## config.mk

```make
export PLATFORM = sky130hd
export DESIGN_NAME = sd_activity
export DESIGN_NICKNAME = d
export VERILOG_FILES = /design/src/design/sd_activity.sv
export VERILOG_INCLUDE_DIRS = /design/src /design/src/design
export SDC_FILE = /design/constraint.sdc
export NUM_CORES = 1
export LEC_CHECK = 0
export ABC_CLOCK_PERIOD_IN_PS = 3700
export BUFFER_PORTS_ARGS = -buffer_cell sky130_fd_sc_hd__buf_2
export CAP_MARGIN = 40
export CORE_AREA = 5 5 45 47
export CTS_CLUSTER_DIAMETER = 60
export DETAILED_ROUTE_END_ITERATION = 10
export DIE_AREA = 0 0 50 52
export HOLD_SLACK_MARGIN = 0.02
export SLEW_MARGIN = 30
export SYNTH_ARGS = -nofsm -noshare
export SYNTH_HDL_FRONTEND = slang
export SYNTH_SLANG_ARGS = --single-unit
```

## constraint.sdc

```tcl
create_clock -name clk_sys -period 3.7 [get_ports clk_sys]
set_input_delay 0.555 -clock clk_sys [delete_from_list [all_inputs] [get_ports clk_sys]]
set_output_delay 0.555 -clock clk_sys [all_outputs]
set_load 0.05 [all_outputs]
```

## src/design/beeb_settings.svh

```systemverilog
`ifndef BEEB_SETTINGS_SVH
`define BEEB_SETTINGS_SVH

// ==================================================
// memory bus geometry
// ==================================================
// core address bus, bit 18 splits ram from rom
`define BEEB_ADDR_W 19
// byte offset inside one 16 KB sideways bank
`define BEEB_BANK_BITS 14
// physical rom banks, 8 K words each
`define BEEB_ROM_BANKS 14
// rom word address, bank number plus word offset
`define BEEB_ROM_AW 17
// byte ram behind the upper half of the bus
`define BEEB_RAM_BYTES 212992

// ==================================================
// mouse-as-joystick limits
// ==================================================
`define BEEB_DELTA_CLAMP 10
`define BEEB_POS_MIN (-128)
`define BEEB_POS_MAX 127

// sd activity hold in clk_sys cycles
`define BEEB_SD_ACT_HOLD 4096

`endif

```

## src/design/sd_activity.sv

```systemverilog
`include "beeb_settings.svh"

module sd_activity (
	input  logic clk_sys,
	input  logic rst,
	input  logic spi_mosi,
	input  logic spi_miso,
	output logic sd_act
);

	localparam int CNT_W = $clog2(`BEEB_SD_ACT_HOLD + 1);

	logic             mosi_q;
	logic             miso_q;
	logic             line_toggle;
	logic [CNT_W-1:0] hold_cnt;

	// line samples run through rst so no false edge follows it
	always_ff @(posedge clk_sys) begin
		mosi_q <= spi_mosi;
		miso_q <= spi_miso;
	end

	assign line_toggle = (mosi_q ^ spi_mosi) || (miso_q ^ spi_miso);

	// ==================================================
	// hold counter
	// ==================================================
	// restarts on any toggle, parks at the hold value
	always_ff @(posedge clk_sys) begin
		if (rst) begin
			hold_cnt <= CNT_W'(`BEEB_SD_ACT_HOLD);
			sd_act   <= 1'b0;
		end else begin
			sd_act <= hold_cnt < CNT_W'(`BEEB_SD_ACT_HOLD);
			if (line_toggle)
				hold_cnt <= '0;
			else if (hold_cnt < CNT_W'(`BEEB_SD_ACT_HOLD))
				hold_cnt <= hold_cnt + 1'b1;
		end
	end

endmodule

```

==> flow_summary.json <==
{
  "fin_crit_sh_pct": 42.9,
  "htree_levels": 1,
  "min_from": "spi_mosi",
  "crit_path_end_kind": "flop",
  "start_util_pct": 41.7,
  "cp.arrival_ns": 1.79,
  "slowest_stage": "or4_1",
  "leakage_nw": 0.254,
  "netlist_area_um2": 673,
  "skew_ns": 0.00758,
  "worst_path_largest_cell_delay_ns": 0.52,
  "antennaDiodeCount": 0,
  "synthTopCellsByCount": "dfxtp_1 (16), a21oi_1 (8), nor2_1 (7), or4_1 (4)",
  "hold_viol": 0,
  "yosysSeqAreaShare_pct": 47.6,
  "multiInputGateArea_um2": 345,
  "cts-root-buf": "clkbuf_4",
  "die_area_mm2": 0.00260,
  "drv_cap": 0,
  "grt_usage_pct": 9.78,
  "powerDensity_mw_per_mm2": 422,
  "antenna_found_initial": 0,
  "cts_resized": 0,
  "hold_class": "in -> reg",
  "first_iter_violations": 4,
  "hold_buffers": 0,
  "cts_setup_buffers": 0,
  "syn_avg_cell_area_um2": 9.62,
  "route.detailed.drc": 0,
  "min_to": "mosi_q",
  "firstDrtPassIters": 4,
  "fmax_mhz": 631,
  "tns_ns": 0,
  "grt_max_degree": 12,
  "ys_warn_count": 0,
  "insertion_delay_ns": 0.28,
  "viasPerCell": 5.49,
  "drv_slew": 0,
  "rows": 15,
  "cts_tree": "built",
  "crit_fanout": 6,
  "synth.area.top_cells": "dfxtp_1 (48%), a21oi_1 (5.9%), or4_1 (4.5%)",
  "cp_num_buf_inv": 0,
  "yosysTopAreaCell": "dfxtp_1",
  "drive_above_1_share_pct": 14.3,
  "pre_cts_ws_ns": 2.02,
  "synth_nets": 75,
  "r2r_cells": 4,
  "criticalPathCategory": "reg -> reg",
  "pin_count": 5,
  "worst_pin_slew_ns": 0.440,
  "yosysMostFrequentCell": "dfxtp_1",
  "wl_per_cell_um": 12.1,
  "rsz0062_at_grt": "false",
  "nets": 83,
  "r2r_start": "hold_cnt[0]",
  "synthArstFlopShare_pct": 0,
  "wl_mm": 1.14,
  "clkTransAtPathRegs_ns": 0.10,
  "setup_viol": 0,
  "path_cells": "ha_1 > nand3b_1 > or4_1 > a21oi_1",
  "ys_types": 22,
  "ff2ff_setup_slack_ns": 2.11,
  "worstPathRequired_ns": 3.90,
  "setup_slack_ns": 2.11,
  "synthCells": 70,
  "status": "complete, no violations",
  "relSlewSlack_pct": 70.6,
  "synth-main-ff-cell": "dfxtp_1",
  "area_delta_synth_final_pct": 11.0,
  "die_height_um": 52,
  "hold-path-cell-count": 1,
  "synth_top_area_share_pct": 47.6,
  "start_kind": "flop",
  "clkSinkCount": 16,
  "grt_pass1_vias": 473,
  "fin_crit_ns": 1.59,
  "dp_hpwl_um": 804,
  "dr_total_vias": 516,
  "core_region_area_mm2": 0.00161,
  "overflow": 0,
  "ant_nets": 0,
  "clockBufferDepth": 2,
  "grt_pass1_wl_mm": 1.95,
  "rr_endpoint": "hold_cnt[8]",
  "path_delay_family": "simple AND/OR/NAND/NOR gates",
  "cts_buffers": 3,
  "die_w_um": 50,
  "gp_congestion": 0.672,
  "synth_edf_count": 0,
  "ff_latch_area_um2": 320,
  "synth-seq-cells": 16,
  "port_buffers": 4,
  "ir_drop_mv": 0.248,
  "fillers": 156
}
## final cells by class
| class | instances | share of cell area [%] |
|---|---|---|
| clock buffers | 4 | 4.86 |
| inverters | 1 | 0.503 |
| multi-input cells | 52 | 46.2 |
| flip-flops and latches | 16 | 42.9 |
| well taps | 17 | 2.85 |
| repair buffers | 4 | 2.68 |
## how the worst max path moves through the flow
stage                           start            to  slack [ns]  cells after the start
after floorplan           hold_cnt[0]   hold_cnt[8]        2.33                      4
after global placement       spi_miso  hold_cnt[10]        2.02                      4
after detailed placement     spi_miso   hold_cnt[8]        2.02                      4
after CTS                 hold_cnt[0]   hold_cnt[8]        2.12                      4
after global routing      hold_cnt[0]   hold_cnt[8]        2.05                      4
final                     hold_cnt[0]   hold_cnt[8]        2.11                      4
## per-stage QoR
step	cells	instance area (um^2)	utilization (%)	power (mW)	hold WS [ns]
floorplan	70	673	-	0.199	0.452
global placement	90	711	44.0	0.204	0.468
detailed placement	90	711	44.0	0.204	0.477
CTS	94	747	46.3	0.317	0.384
global route	94	747	46.3	0.330	0.383
finish	94	747	46.3	0.315	0.386
## cell families (layout without fill, tap and decap cells)
| family | Yosys count | after routing | share of synthesized area [%] |
|---|---|---|---|
| compound gates | 14 | 14 | 11.5 |
| xor+xnor | 6 | 6 | 7.81 |
| fa+ha+maj | 1 | 1 | 1.86 |
| buf+inv | 2 | 9 | 1.11 |
| flops | 16 | 16 | 47.6 |
| mux | 2 | 2 | 2.97 |
| simple gates | 29 | 29 | 27.1 |
## where the power goes
| group | total, mW | leakage (nW) | switching, mW | internal, mW |
|---|---|---|---|---|
| combinational | 0.0198 | 0.103 | 0.0115 | 0.00824 |
| clock | 0.115 | 0.0210 | 0.0555 | 0.0599 |
| sequential | 0.180 | 0.130 | 0.00391 | 0.176 |
## per-layer routing
metal  vias to the layer above  wire [um]  share of wire (%)  global-route usage (%)
li1                        271          -                  -                       -
met1                       237        597                 53                    12.7
met2                         6        485                 43                    14.0
met3                         2         39                3.4                    3.44
met4                         0         12                1.1                    5.24
met5                         -          0                  0                       0
## layout by cell type, fill, tap and decap left out, types with 3 or more instances in the layout
cell type / n
buf_2: 4
or4_1: 4
xor2_1: 3
dfxtp_1: 16
a21oi_1: 8
xnor2_1: 3
o21ai_0: 3
nand3_1: 3
clkbuf_4: 3
o31ai_1: 3
nor2_1: 7
or3_1: 3
## flip-flops by register name, indices dropped and copies added (netlist names)
name / count
hold_cnt: 13
miso_q: 1
sd_act: 1
mosi_q: 1
(Power assumes the default switching activity.)
