<file path="config.mk">
export PLATFORM = sky130hd
export DESIGN_NAME = mouse_joystick
export DESIGN_NICKNAME = d
export VERILOG_FILES = /design/src/design/beeb_pkg.sv /design/src/design/mouse_joystick.sv
export VERILOG_INCLUDE_DIRS = /design/src /design/src/design
export SDC_FILE = /design/constraint.sdc
export NUM_CORES = 1
export LEC_CHECK = 0
export ABC_AREA = 1
export ABC_CLOCK_PERIOD_IN_PS = 3600
export BUFFER_PORTS_ARGS = -buffer_cell sky130_fd_sc_hd__buf_4
export CAP_MARGIN = 0
export CORE_MARGIN = 2
export CORE_UTILIZATION = 50
export CTS_BUF_LIST = sky130_fd_sc_hd__clkbuf_16
export DETAILED_ROUTE_END_ITERATION = 10
export PLACE_DENSITY = 0.77
export SYNTH_ARGS = -nofsm -noshare
export SYNTH_HDL_FRONTEND = slang
export SYNTH_SLANG_ARGS = --single-unit
</file>
<file path="constraint.sdc">
create_clock -name clk_sys -period 3.6 [get_ports clk_sys]
set_input_delay 0.72 -clock clk_sys [delete_from_list [all_inputs] [get_ports clk_sys]]
set_output_delay 0.72 -clock clk_sys [all_outputs]
set_load 0.02 [all_outputs]
</file>
<file path="src/design/beeb_settings.svh">
`ifndef BEEB_SETTINGS_SVH
`define BEEB_SETTINGS_SVH

// ==================================================
// memory bus geometry
// ==================================================
// core address bus, bit 18 splits ram from rom
`define BEEB_ADDR_W 19
// byte offset inside one 16 KB sideways bank
`define BEEB_BANK_BITS 14
// physical rom banks, 8 K words each
`define BEEB_ROM_BANKS 14
// rom word address, bank number plus word offset
`define BEEB_ROM_AW 17
// byte ram behind the upper half of the bus
`define BEEB_RAM_BYTES 212992

// ==================================================
// mouse-as-joystick limits
// ==================================================
`define BEEB_DELTA_CLAMP 10
`define BEEB_POS_MIN (-128)
`define BEEB_POS_MAX 127

// sd activity hold in clk_sys cycles
`define BEEB_SD_ACT_HOLD 4096

`endif

</file>
<file path="src/design/beeb_pkg.sv">
`include "beeb_settings.svh"

package beeb_pkg;

	// ==================================================
	// memory side
	// ==================================================

	// bus request from the core
	typedef struct packed {
		// write strobe, active low
		logic                    we_n;
		logic [`BEEB_ADDR_W-1:0] addr;
		logic [7:0]              wdata;
	} mem_bus_t;

	// one loader word, wr is a single-cycle pulse
	typedef struct packed {
		logic                    wr;
		logic [`BEEB_ROM_AW-1:0] addr;
		// high byte is the even byte of the image
		logic [15:0]             data;
	} rom_load_t;

	// physical rom bank number
	typedef logic [3:0] rom_bank_t;

	// ==================================================
	// input devices
	// ==================================================

	// mouse packet, new packet on any change of toggle
	typedef struct packed {
		logic       toggle;
		logic [1:0] buttons;
		logic [7:0] dx;
		// dy positive means upward
		logic [7:0] dy;
		logic       dx_sign;
		logic       dy_sign;
	} mouse_pkt_t;

	// game joystick as delivered by the host
	typedef struct packed {
		logic [15:0] any_dir_or_button;
		logic [7:0]  x;
		logic [7:0]  y;
		logic        fire;
	} joy_in_t;

	// analog joystick as seen by the core
	typedef struct packed {
		logic [7:0] x;
		logic [7:0] y;
		logic       fire;
	} joy_axes_t;

endpackage

</file>
<file path="src/design/mouse_joystick.sv">
`include "beeb_settings.svh"

module mouse_joystick (
	input  logic                 clk_sys,
	input  logic                 rst,
	input  logic                 machine_reset,
	input  logic                 mouse_off,
	input  beeb_pkg::mouse_pkt_t mouse,
	input  beeb_pkg::joy_in_t    joy,
	output beeb_pkg::joy_axes_t  axes
);

	logic              toggle_q;
	logic              mouse_mode;
	logic              pkt_new;
	logic              clear_req;
	logic signed [8:0] pos_x;
	logic signed [8:0] pos_y;
	logic signed [8:0] dx_ext;
	logic signed [8:0] dy_ext;
	logic signed [8:0] sum_x;
	logic signed [8:0] sum_y;

	// limit one packet's movement
	function automatic logic signed [8:0] clamp_delta(input logic signed [8:0] d);
		if (d > `BEEB_DELTA_CLAMP)
			return 9'(`BEEB_DELTA_CLAMP);
		if (d < -`BEEB_DELTA_CLAMP)
			return 9'(-`BEEB_DELTA_CLAMP);
		return d;
	endfunction

	// keep the position inside one signed byte
	function automatic logic signed [8:0] sat_pos(input logic signed [8:0] v);
		if (v < `BEEB_POS_MIN)
			return 9'(`BEEB_POS_MIN);
		if (v > `BEEB_POS_MAX)
			return 9'(`BEEB_POS_MAX);
		return v;
	endfunction

	// offset binary then inverted for the adc
	function automatic logic [7:0] format_axis(input logic [7:0] v);
		return 8'hff - {~v[7], v[6:0]};
	endfunction

	// ==================================================
	// position accumulator
	// ==================================================
	// sign bit widens each delta to nine bits
	assign dx_ext = {mouse.dx_sign, mouse.dx};
	assign dy_ext = {mouse.dy_sign, mouse.dy};
	// screen y grows downward, mouse dy grows upward
	assign sum_x = pos_x + clamp_delta(dx_ext);
	assign sum_y = pos_y - clamp_delta(dy_ext);

	assign pkt_new   = mouse.toggle != toggle_q;
	assign clear_req = (|joy.any_dir_or_button) || machine_reset || mouse_off;

	// free-running copy of the packet strobe
	always_ff @(posedge clk_sys) begin
		toggle_q <= mouse.toggle;
	end

	always_ff @(posedge clk_sys) begin
		if (rst || clear_req) begin
			// real joystick or reset takes over
			mouse_mode <= 1'b0;
			pos_x      <= '0;
			pos_y      <= '0;
		end else if (pkt_new) begin
			mouse_mode <= 1'b1;
			pos_x      <= sat_pos(sum_x);
			pos_y      <= sat_pos(sum_y);
		end
	end

	// output source
	always_comb begin
		axes.x    = format_axis(mouse_mode ? pos_x[7:0] : joy.x);
		axes.y    = format_axis(mouse_mode ? pos_y[7:0] : joy.y);
		axes.fire = mouse_mode ? |mouse.buttons : joy.fire;
	end

	// position never leaves the signed byte range
	assert property (@(posedge clk_sys) disable iff (rst)
		pos_x >= `BEEB_POS_MIN && pos_x <= `BEEB_POS_MAX &&
		pos_y >= `BEEB_POS_MIN && pos_y <= `BEEB_POS_MAX);

endmodule

</file>
==> results of run 1 <==
metrics by stage:
step	cells	utilization, %	setup slack (ns)	power, uW
floorplan	320	-	0.591	362
global placement	443	65.7	0.284	444
detailed placement	443	65.7	0.214	449
CTS	447	67.6	0.462	680
global route	447	67.6	0.166	713
finish	447	67.6	0.478	678
logic make-up (layout without fill, tap and decap cells):
logic type	Yosys count	after routing	synth area share, %
buf+inv	46	121	8.12
compound gates	49	49	13.8
fa+ha+maj	20	20	11.9
xor+xnor	10	10	3.92
mux	13	13	5.83
flops	20	20	17.9
simple gates	162	162	38.5
layer usage:
metal | routed length [um] | GRT usage (%) | up-vias
li1 | - | - | 1199
met4 | 105 | 6.71 | 0
met2 | 2890 | 42.4 | 42
met3 | 150 | 2.56 | 9
met1 | 2440 | 26.6 | 1065
met5 | 0 | 0 | -
how the worst max path moves through the flow:
| stage | start | to | slack (ns) | cells past startpoint |
|---|---|---|---|---|
| after floorplan | mouse[7] | pos_y[0]$_SDFFE_PP0P_ | 0.59 | 21 |
| after global placement | mouse[4] | pos_y[2]$_SDFFE_PP0P_ | 0.28 | 22 |
| after detailed placement | mouse[16] | pos_x[6]$_SDFFE_PP0P_ | 0.21 | 19 |
| after CTS | mouse[4] | pos_y[0]$_SDFFE_PP0P_ | 0.46 | 22 |
| after global routing | mouse[16] | pos_x[6]$_SDFFE_PP0P_ | 0.17 | 19 |
| final | mouse[16] | pos_x[6]$_SDFFE_PP0P_ | 0.48 | 19 |
sequential cells by signal (all words and copies together) (netlist names):
| signal | count |
|---|---|
| pos_x | 9 |
| pos_y | 9 |
| mouse_mode | 1 |
| toggle_q | 1 |
layout make-up:
| class | instances | share of cell area (%) |
|---|---|---|
| clock buffers | 3 | 2.57 |
| flip-flops and latches | 20 | 13.7 |
| clock inverters | 1 | 0.128 |
| repair buffers | 75 | 19.3 |
| well taps | 52 | 2.23 |
| multi-input cells | 254 | 56.5 |
| inverters | 42 | 5.57 |
cell usage in the layout, fill, tap and decap left out:
cell type,count
mux2i_1,13
a21oi_1,22
nor2_1,7
o21bai_1,1
a21boi_2,1
a31oi_1,3
nand2_4,8
o21a_1,1
inv_2,7
nand2_2,22
clkinv_1,2
clkbuf_16,3
nor4_1,4
a21o_1,1
ha_1,18
nor3_1,5
or2_1,1
xor2_1,5
nand3_1,15
nand3b_1,1
inv_6,1
nand4_1,3
a31o_2,1
nand2_1,84
nand3_4,3
o21ai_0,8
dfxtp_1,20
nor2_2,3
xnor2_1,5
a21oi_2,11
nand3_2,5
inv_1,33
buf_4,75
fa_1,2
nand4_2,1
cells in the mapped netlist (all sizes together) (4+ instances only):
| cell | instances |
|---|---|
| a21oi | 33 |
| buf | 4 |
| dfxtp | 20 |
| ha | 18 |
| inv | 41 |
| mux2i | 13 |
| nand2 | 114 |
| nand3 | 23 |
| nand4 | 4 |
| nor2 | 10 |
| nor3 | 5 |
| nor4 | 4 |
| o21ai | 8 |
| xnor2 | 5 |
| xor2 | 5 |
worst reg2reg max path, cell delays in order, from the launching register on:
cell and delay (ns):
dfxtp_1 0.33, ha_1 0.23, fa_1 0.41, nand3_1 0.10, nand3_1 0.16, a21oi_2 0.21, nand3_1 0.09, nand3_1 0.08
nand2_1 0.06, inv_2 0.11, nand2_1 0.09, a21oi_1 0.12
where the power goes:
| part | switching [uW] | internal, uW | total, uW | leakage (uW) |
|---|---|---|---|---|
| sequential | 0.221 | 222 | 222 | 0.000161 |
| combinational | 121 | 101 | 223 | 0.00124 |
| clock | 84.9 | 148 | 233 | 0.0000385 |
==> metrics.yaml, run 1 <==
run_status:
  status: "completed"
floorplanning:
  boundaryPins: 75
  start_util_pct: 51.6
  core_mm2: 0.00432
  std_cell_rows: 24
  die_height_um: 70.8
  die_x_um: 70.8
  design.die.area_mm2: 0.00502
global_routing:
  grt_pass1_wl_um: 9390
  grt_max_degree: 20
  grt_pass1_vias: 2185
  antenna_found_initial: 0
  grt_use_total_pct: 22.5
  overflow: 0
min_path:
  whs_path_depth: 2
  hold_path_end: "pos_y[0]$_SDFFE_PP0P_"
  hp-class: "reg2reg"
  min_from: "pos_y[0]$_SDFFE_PP0P_"
logic_synthesis:
  synth_edf_count: 0
  yosys.area.top_type_share_pct: 17.9
  synth_async_sr_flop_share_pct: 0
  synth_cells: 320
  yosysWarnings: 0
  synth_nets: 398
  yosys.area.top_type: "dfxtp_1"
  synth_cell_type_count: 35
  synth_seq_cells: 20
  synth_area_leaders: "dfxtp_1 18%, nand2_1 14%, ha_1 10%, nand2_2 6.2%, mux2i_1 5.8%"
  synth_area_per_cell_um2: 6.98
  ys_seq_area_share_pct: 17.9
  netlist_area_mm2: 0.00223
  synth_ff_type: "dfxtp_1"
worst_setup_path:
  cp_cell_sequence: "buf_4, inv_1, nor3_1, nand4_1, ha_1, inv_1, nand2_1, nor2_1, ha_1, fa_1, nand3_1, nand3_1, a21oi_2, nand3_1, nand3_1, nand2_1, inv_2, nand2_1, a21oi_1"
  r2r_start: "pos_x[0]$_SDFFE_PP0P_"
  worstPathMaxFanout: 7
  path_buf_inv: 4
  critPathTopFamily: "simple AND/OR/NAND/NOR gates"
  required_ns: 3.79
  start_kind: "input port"
  worstSetupPathType: "in2reg"
  reg2reg_depth: 11
  critical_path.slowest_cell: "fa_1"
  path_common_cell: "nand3_1"
  slowest_delay_ns: 0.41
  r2r_slack_ns: 1.52
  crit_arrival_ns: 3.31
  crit_path_end_kind: "flop"
  reg2reg_to: "pos_x[6]$_SDFFE_PP0P_"
placed_design:
  dp_hpwl_um: 4580
  gp_congestion: 0.884
  portBuffers: 74
  place_area_mm2: 0.00284
timing:
  period_share_pct: 86.7
  tns_ns: 0
  finalCriticalPeriod_ns: 3.12
  drv_slew: 0
  final_hold_viol_count: 0
  tightest_slew_ns: 0.939
  skew_ns: 0.00230
  max_freq_mhz: 320
  fin_hold_ws_ns: 0.499
  setup-violations-final: 0
  relSlewSlack_pct: 37.3
  rsz0062_at_grt: "no"
finish:
  multi_input_area_mm2: 0.00165
  fillers: 394
  nets: 474
  final_area_mm2: 0.00292
  regArea_um2: 400
  antenna_cells: 0
  area_growth_pct: 30.8
  drive_gt1_share_pct: 35.7
cts:
  cts-resized-gates: 0
  cts_buffers: 3
  cts_tree: "yes"
  cts_setup_buffers: 0
  clk_pin_slew_worst_paths_ns: 0.06
  clock_path_buffers: 2
  cts_sinks: 20
  hold_buffers: 0
  htree_levels: 1
  cts_root_buffer: "clkbuf_16"
  insertion_delay_ns: 0.25
power:
  power.density_mw_per_mm2: 232
  ir_drop_v: 0.000226
  leakage_uw: 0.00144
drt:
  drcViolationCount: 0
  vias_per_cell: 5.18
  vias: 2315
  wire_per_inst_um: 12.5
  drtPass1Iterations: 4
  wirelength_um: 5580
  drt_iter0_markers: 87
  antenna_left: 0
job:
  cap_violations: 0
Note: power is estimated with default switching activity, not from simulation.
==> run 2: changes to the inputs <==
Settings changed: ABC_CLOCK_PERIOD_IN_PS 3600 to 3000, CORE_ASPECT_RATIO set to 0.9, SKIP_LAST_GASP set to 1.
Clock period 3.6 ns to 3 ns, I/O delays scaled along.
==> metrics.yaml, run 2 (same netlist as run 1, synthesis figures left out) <==
run_status:
  status: "completed"
timing:
  finalCriticalPeriod_ns: 2.92
  setup-violations-final: 0  # unchanged
  drv_slew: 0  # unchanged
  fin_ws_ns: 0.0808  # -0.397 ns
  max_freq_mhz: 343
  period_share_pct: 97.3
  relSlewSlack_pct: 62.8  # +26 points
  tns_ns: 0  # unchanged
  skew_ns: 0.00200  # -0.000293 ns
  tightest_slew_ns: 0.554  # -0.385 ns
  rsz0062_at_grt: "yes"
  final_hold_viol_count: 0  # unchanged
drt:
  antenna_left: 0  # unchanged
  vias_per_cell: 5.07  # -2.0%
  wire_per_inst_um: 12.5  # +0.16%
  drt_iter0_markers: 108  # +24%
  drcViolationCount: 0  # unchanged
  wirelength_um: 6080  # +8.9%
  drtPass1Iterations: 4  # unchanged
  vias: 2466  # +6.5%
finish:
  reg_top3: "pos_x x9, pos_y x9"
  nets: 503  # +6.1%
  final_area_mm2: 0.00331  # +13%
  fillers: 340  # -14%
  drive_gt1_share_pct: 47.4  # +12 points
  area_growth_pct: 48.2
  antenna_cells: 0  # unchanged
  layoutNonFillerInstCount: 486  # +8.7%
  layout_commonest_cell: "buf_4"
  layout_common_cells: "103 x buf_4, 78 x nand2_1, 31 x inv_1"
worst_setup_path:
  critPathTopFamily: "simple AND/OR/NAND/NOR gates"
  cp_cell_sequence: "buf_4, a21oi_2, nor3_2, nand4_1, ha_1, inv_2, nand2_2, nor2_2, ha_2, inv_2, fa_2, nand3_2, nand2_2, nand2_2, nand3_4, inv_2, nand2_4, nand2_4, nand2_8, nand2_2, nand2_2, a21oi_2"
  start_kind: "input port"
  worstSetupPathType: "in2reg"
  reg2reg_depth: 11  # unchanged
  crit_cells: 22  # +3
  crit_arrival_ns: 3.10  # -0.21 ns
  worstPathMaxFanout: 7  # unchanged
  critical_path.slowest_cell: "ha_1"
  required_ns: 3.18  # -0.61 ns
  path_buf_inv: 4  # unchanged
  slowest_delay_ns: 0.36  # -0.05 ns
  crit_path_end_kind: "flop"
  path_common_cell: "nand2_2"
placed_design:
  place_ws_ns: -0.210  # -0.424 ns
  gp_congestion: 0.860  # -2.7%
  dp.cells: 478  # +7.9%
  dp_hpwl_um: 4720  # +3.2%
  place_area_mm2: 0.00304  # +7.0%
  portBuffers: 74  # unchanged
cts:
  clk_pin_slew_worst_paths_ns: 0.06  # about the same
  cts_tree: "yes"
  cts_root_buffer: "clkbuf_16"
  cts_buffers: 3  # unchanged
  hold_buffers: 0  # unchanged
  cts_sinks: 20  # unchanged
  clock_path_buffers: 2  # unchanged
  insertion_delay_ns: 0.25  # about the same
  htree_levels: 1  # unchanged
global_routing:
  overflow: 0  # unchanged
  antenna_found_initial: 0  # unchanged
  grt_pass1_wl_um: 9010  # -4.0%
  grt_use_total_pct: 22.7  # +0.20 points
  grt_pass1_vias: 2117  # -3.1%
  grt_max_degree: 19  # -5.0%
power:
  power.density_mw_per_mm2: 259  # +12%
  power_uw: 857  # +26%
  ir_drop_v: 0.000257  # +14%
  leakage_uw: 0.00160  # +11%
floorplanning:
  design.die.area_mm2: 0.00502  # about the same
  start_util_pct: 51.1  # -0.59 points
  std_cell_rows: 23  # -4.2%
  core_mm2: 0.00437  # +1.2%
  die_height_um: 67.4  # -4.8%
  boundaryPins: 75  # unchanged
  die_x_um: 74.5  # +5.1%
min_path:
  whs_path_depth: 1  # -1
  hp-class: "in2reg"
job:
  cap_violations: 0  # unchanged
[run 2: changes by cell type in the layout (fill, tap and decap cells not counted), moves of 3 or more]
| cell | change |
|---|---|
| nand2_1 | -6 |
| nand2_2 | +6 |
| nor3_2 | +3 |
| a21oi_2 | +9 |
| a21oi_1 | -10 |
| nand3_4 | +3 |
| ha_1 | -3 |
| nand3_1 | -3 |
| nor3_1 | -3 |
| buf_4 | +28 |
[run 2: cell type report]
cell class / count / area [um^2] / share of cell area (%)
clock buffers: 3 / 75.1 / 2.27
clock inverters: 1 / 3.75 / 0.113
inverters: 42 / 168 / 5.06
multi-input cells: 254 / 1800 / 54.4
flip-flops and latches: 20 / 400 / 12.1
well taps: 62 / 77.6 / 2.34
repair buffers: 104 / 785 / 23.7
[run 2: timing repair]
item | CTS | global route
setup endpoints to repair | 0 | 16
gates resized for setup | 0 | 39
setup buffers | 0 | 4
hold endpoints to repair | 0 | 0
[run 2: metrics by stage]
stage	hold slack, ns	util [%]
finish	0.464	75.7
floorplan	0.456	-
CTS	0.464	71.4
global route	0.463	75.7
detailed placement	0.474	69.6
global placement	0.466	69.6
[run 2: worst register-to-register path, delay by kind of cell (launching register included)]
| family | cells | cell delay (ns) |
|---|---|---|
| fa+ha+maj | 2 | 0.59 |
| simple gates | 6 | 0.55 |
| buf+inv | 1 | 0.10 |
| flops | 1 | 0.34 |
| compound gates | 2 | 0.29 |
[run 2: final timing paths]
kind / from / to / slack, ns
worst max-delay path: mouse[4] / pos_y[6]$_SDFFE_PP0P_ / 0.08
worst min-delay path: mouse[20] / toggle_q$_DFF_P_ / 0.46
worst max register to register: pos_x[0]$_SDFFE_PP0P_ / pos_x[0]$_SDFFE_PP0P_ / 1.05
worst min register to register: pos_y[0]$_SDFFE_PP0P_ / pos_y[0]$_SDFFE_PP0P_ / 0.48
[run 2: per-layer routing]
layer  vias to the layer above  wire length, um  GRT usage (%)
met3                         6              260           4.33
li1                       1259                -              -
met2                        70             3000           37.6
met5                         -                0              0
met4                         0               49           2.90
met1                      1131             2770           31.5
[run 2: power breakdown]
part | switching (uW) | internal [uW] | total [uW]
combinational | 166 | 152 | 317
clock | 95.5 | 177 | 273
sequential | 0.226 | 266 | 267
total | 261 | 595 | 857
==> run 3: changes to the inputs <==
Settings changed: SETUP_SLACK_MARGIN set to 0.2.
==> metrics.yaml, run 3 (same netlist as run 1, synthesis figures left out) <==
run_status:
  status: "completed"
finish:
  layoutNonFillerInstCount: 487  # +0.21%
  area_growth_pct: 53.0
  antenna_cells: 0  # unchanged
  fillers: 326  # -4.1%
  layout_common_cells: "101 x buf_4, 74 x nand2_1, 28 x nand2_2"
  nets: 505  # +0.40%
  regArea_um2: 400  # unchanged
  multi_input_area_mm2: 0.00187  # +3.7%
  drive_gt1_share_pct: 49.6  # +2.2 points
  layout_commonest_cell: "buf_4"
  reg_top3: "pos_x x9, pos_y x9"
  utilization_pct: 78.1  # +2.4 points
drt:
  vias_per_cell: 5.24  # +3.2%
  wirelength_um: 6680  # +9.8%
  vias: 2551  # +3.4%
  drtPass1Iterations: 4  # unchanged
  drt_iter0_markers: 144  # +33%
  drcViolationCount: 0  # unchanged
  wire_per_inst_um: 13.7  # +9.5%
  antenna_left: 0  # unchanged
power:
  power_switching_uw: 269  # +2.7%
  seqPwrFrac_pct: 30.6  # -0.5 points
  p_int_uw: 603  # +1.2%
  pwr-share-comb_pct: 38.6  # +1.5 points
  leakage_uw: 0.00163  # +1.7%
  p_clk_share_pct: 30.8  # -1.0 points
  switching_share_pct: 30.8  # +0.32 points
  ir_drop_v: 0.000212  # -18%
  power.density_mw_per_mm2: 255  # -1.5%
worst_setup_path:
  r2r_slack_ns: 0.97  # -0.08 ns
  worstSetupPathType: "in2reg"
  r2r_start: "pos_x[0]$_SDFFE_PP0P_"
  reg2reg_depth: 11  # unchanged
  required_ns: 3.17  # about the same
  crit_arrival_ns: 3.16  # +0.06 ns
  start_kind: "input port"
  reg2reg_to: "pos_x[5]$_SDFFE_PP0P_"
  crit_path_end_kind: "flop"
  worstPathMaxFanout: 7  # unchanged
cts:
  insertion_delay_ns: 0.25  # about the same
  cts_root_buffer: "clkbuf_16"
  clock_path_buffers: 2  # unchanged
  clk_pin_slew_worst_paths_ns: 0.05  # about the same
  cts_tree: "yes"
  cts_sinks: 20  # unchanged
  cts_buffers: 3  # unchanged
  htree_levels: 1  # unchanged
timing:
  setup-violations-final: 0  # unchanged
  finalCriticalPeriod_ns: 2.99  # +0.0662 ns
  tns_ns: 0  # unchanged
  max_freq_mhz: 335  # -2.2%
  rsz0062_at_grt: "yes"
  drv_slew: 0  # unchanged
  relSlewSlack_pct: 62.9  # +0.075 points
  tightest_slew_ns: 0.556  # +0.00155 ns
  fin_hold_ws_ns: 0.467  # +0.00288 ns
  final_hold_viol_count: 0  # unchanged
  fin_ws_ns: 0.0146  # -0.0662 ns
  skew_ns: 0.00328  # +0.00128 ns
  period_share_pct: 99.5  # +2.2 points
min_path:
  hp-class: "in2reg"
  whs_path_depth: 1  # unchanged
  min_from: "mouse[20]"
  hold_path_end: "toggle_q$_DFF_P_"
global_routing:
  grt_max_degree: 19  # unchanged
  grt_use_total_pct: 24.5  # +1.8 points
  grt_pass1_wl_um: 9730  # +8.0%
  grt_pass1_vias: 2245  # +6.0%
  overflow: 0  # unchanged
  antenna_found_initial: 0  # unchanged
placed_design:
  gp_congestion: 0.826  # -4.0%
  place_ws_ns: -0.137  # +0.0730 ns
  portBuffers: 74  # unchanged
  dp.cells: 470  # -1.7%
  dp_hpwl_um: 4780  # +1.3%
floorplanning:
  design.die.area_mm2: 0.00502  # unchanged
  die_x_um: 74.5  # unchanged
  boundaryPins: 75  # unchanged
  start_util_pct: 51.1  # unchanged
  std_cell_rows: 23  # unchanged
  die_height_um: 67.4  # unchanged
  core_mm2: 0.00437  # unchanged
job:
  cap_violations: 0  # unchanged
## run 3: area by class of cell
cell class                 instances  share of cell area (%)
clock buffer                       3                    2.20
inverter                          42                    5.09
multi-input combinational        254                    54.7
sequential                        20                    11.7
tap                               62                    2.27
timing repair buffer             106                    24.1
## run 3: routing by layer
layer	global-route usage [%]	part of all wire [%]	vias up	wire, um
met1	33.5	42	1157	2820
met3	4.48	6.7	15	446
li1	-	-	1271	-
met2	41.6	50	108	3310
met5	0	0	-	0
met4	2.46	1.5	0	99
## run 3: power by group through the flow
stage / combinational, uW / clock (uW) / sequential [uW]
global placement: 278 / 0 / 272
global route: 366 / 280 / 267
floorplan: 164 / 0 / 272
detailed placement: 283 / 0 / 272
finish: 336 / 269 / 267
CTS: 299 / 273 / 267
## run 3: how the worst max path moves through the flow
stage | startpoint | to | cells after the start
after floorplan | mouse[16] | pos_x[0]$_SDFFE_PP0P_ | 18
after global placement | mouse[7] | pos_y[1]$_SDFFE_PP0P_ | 22
after detailed placement | mouse[3] | pos_y[4]$_SDFFE_PP0P_ | 22
after CTS | mouse[3] | pos_y[4]$_SDFFE_PP0P_ | 22
after global routing | mouse[15] | pos_x[5]$_SDFFE_PP0P_ | 20
final | mouse[16] | pos_x[5]$_SDFFE_PP0P_ | 20
## run 3: worst max-delay path, stage by stage
cell	delay [ns]
buf_6	0.09
inv_4	0.04
nor3_4	0.16
nand4_1	0.16
ha_4	0.31
inv_2	0.04
buf_4	0.15
a21oi_1	0.16
ha_1	0.28
inv_2	0.10
o21bai_2	0.12
a21boi_4	0.20
nand2_2	0.07
nand2_1	0.08
nand2_1	0.07
nand3_1	0.08
nand2_1	0.06
inv_2	0.13
nand2_1	0.08
a21oi_1	0.16
## run 3: stage by stage
step / area [um^2] / total power (uW)
final: 3420 / 871
after global routing: 3420 / 912
after CTS: 3200 / 839
after detailed placement: 3010 / 556
after global placement: 3010 / 550
after floorplan: 2260 / 437
## run 3: timing repair
action,CTS,global route
endpoints found under the hold margin,0,0
hold buffers,0,0
buffers inserted,7,7
resized for setup,16,40
pin swaps,23,36
setup endpoints to repair,15,18
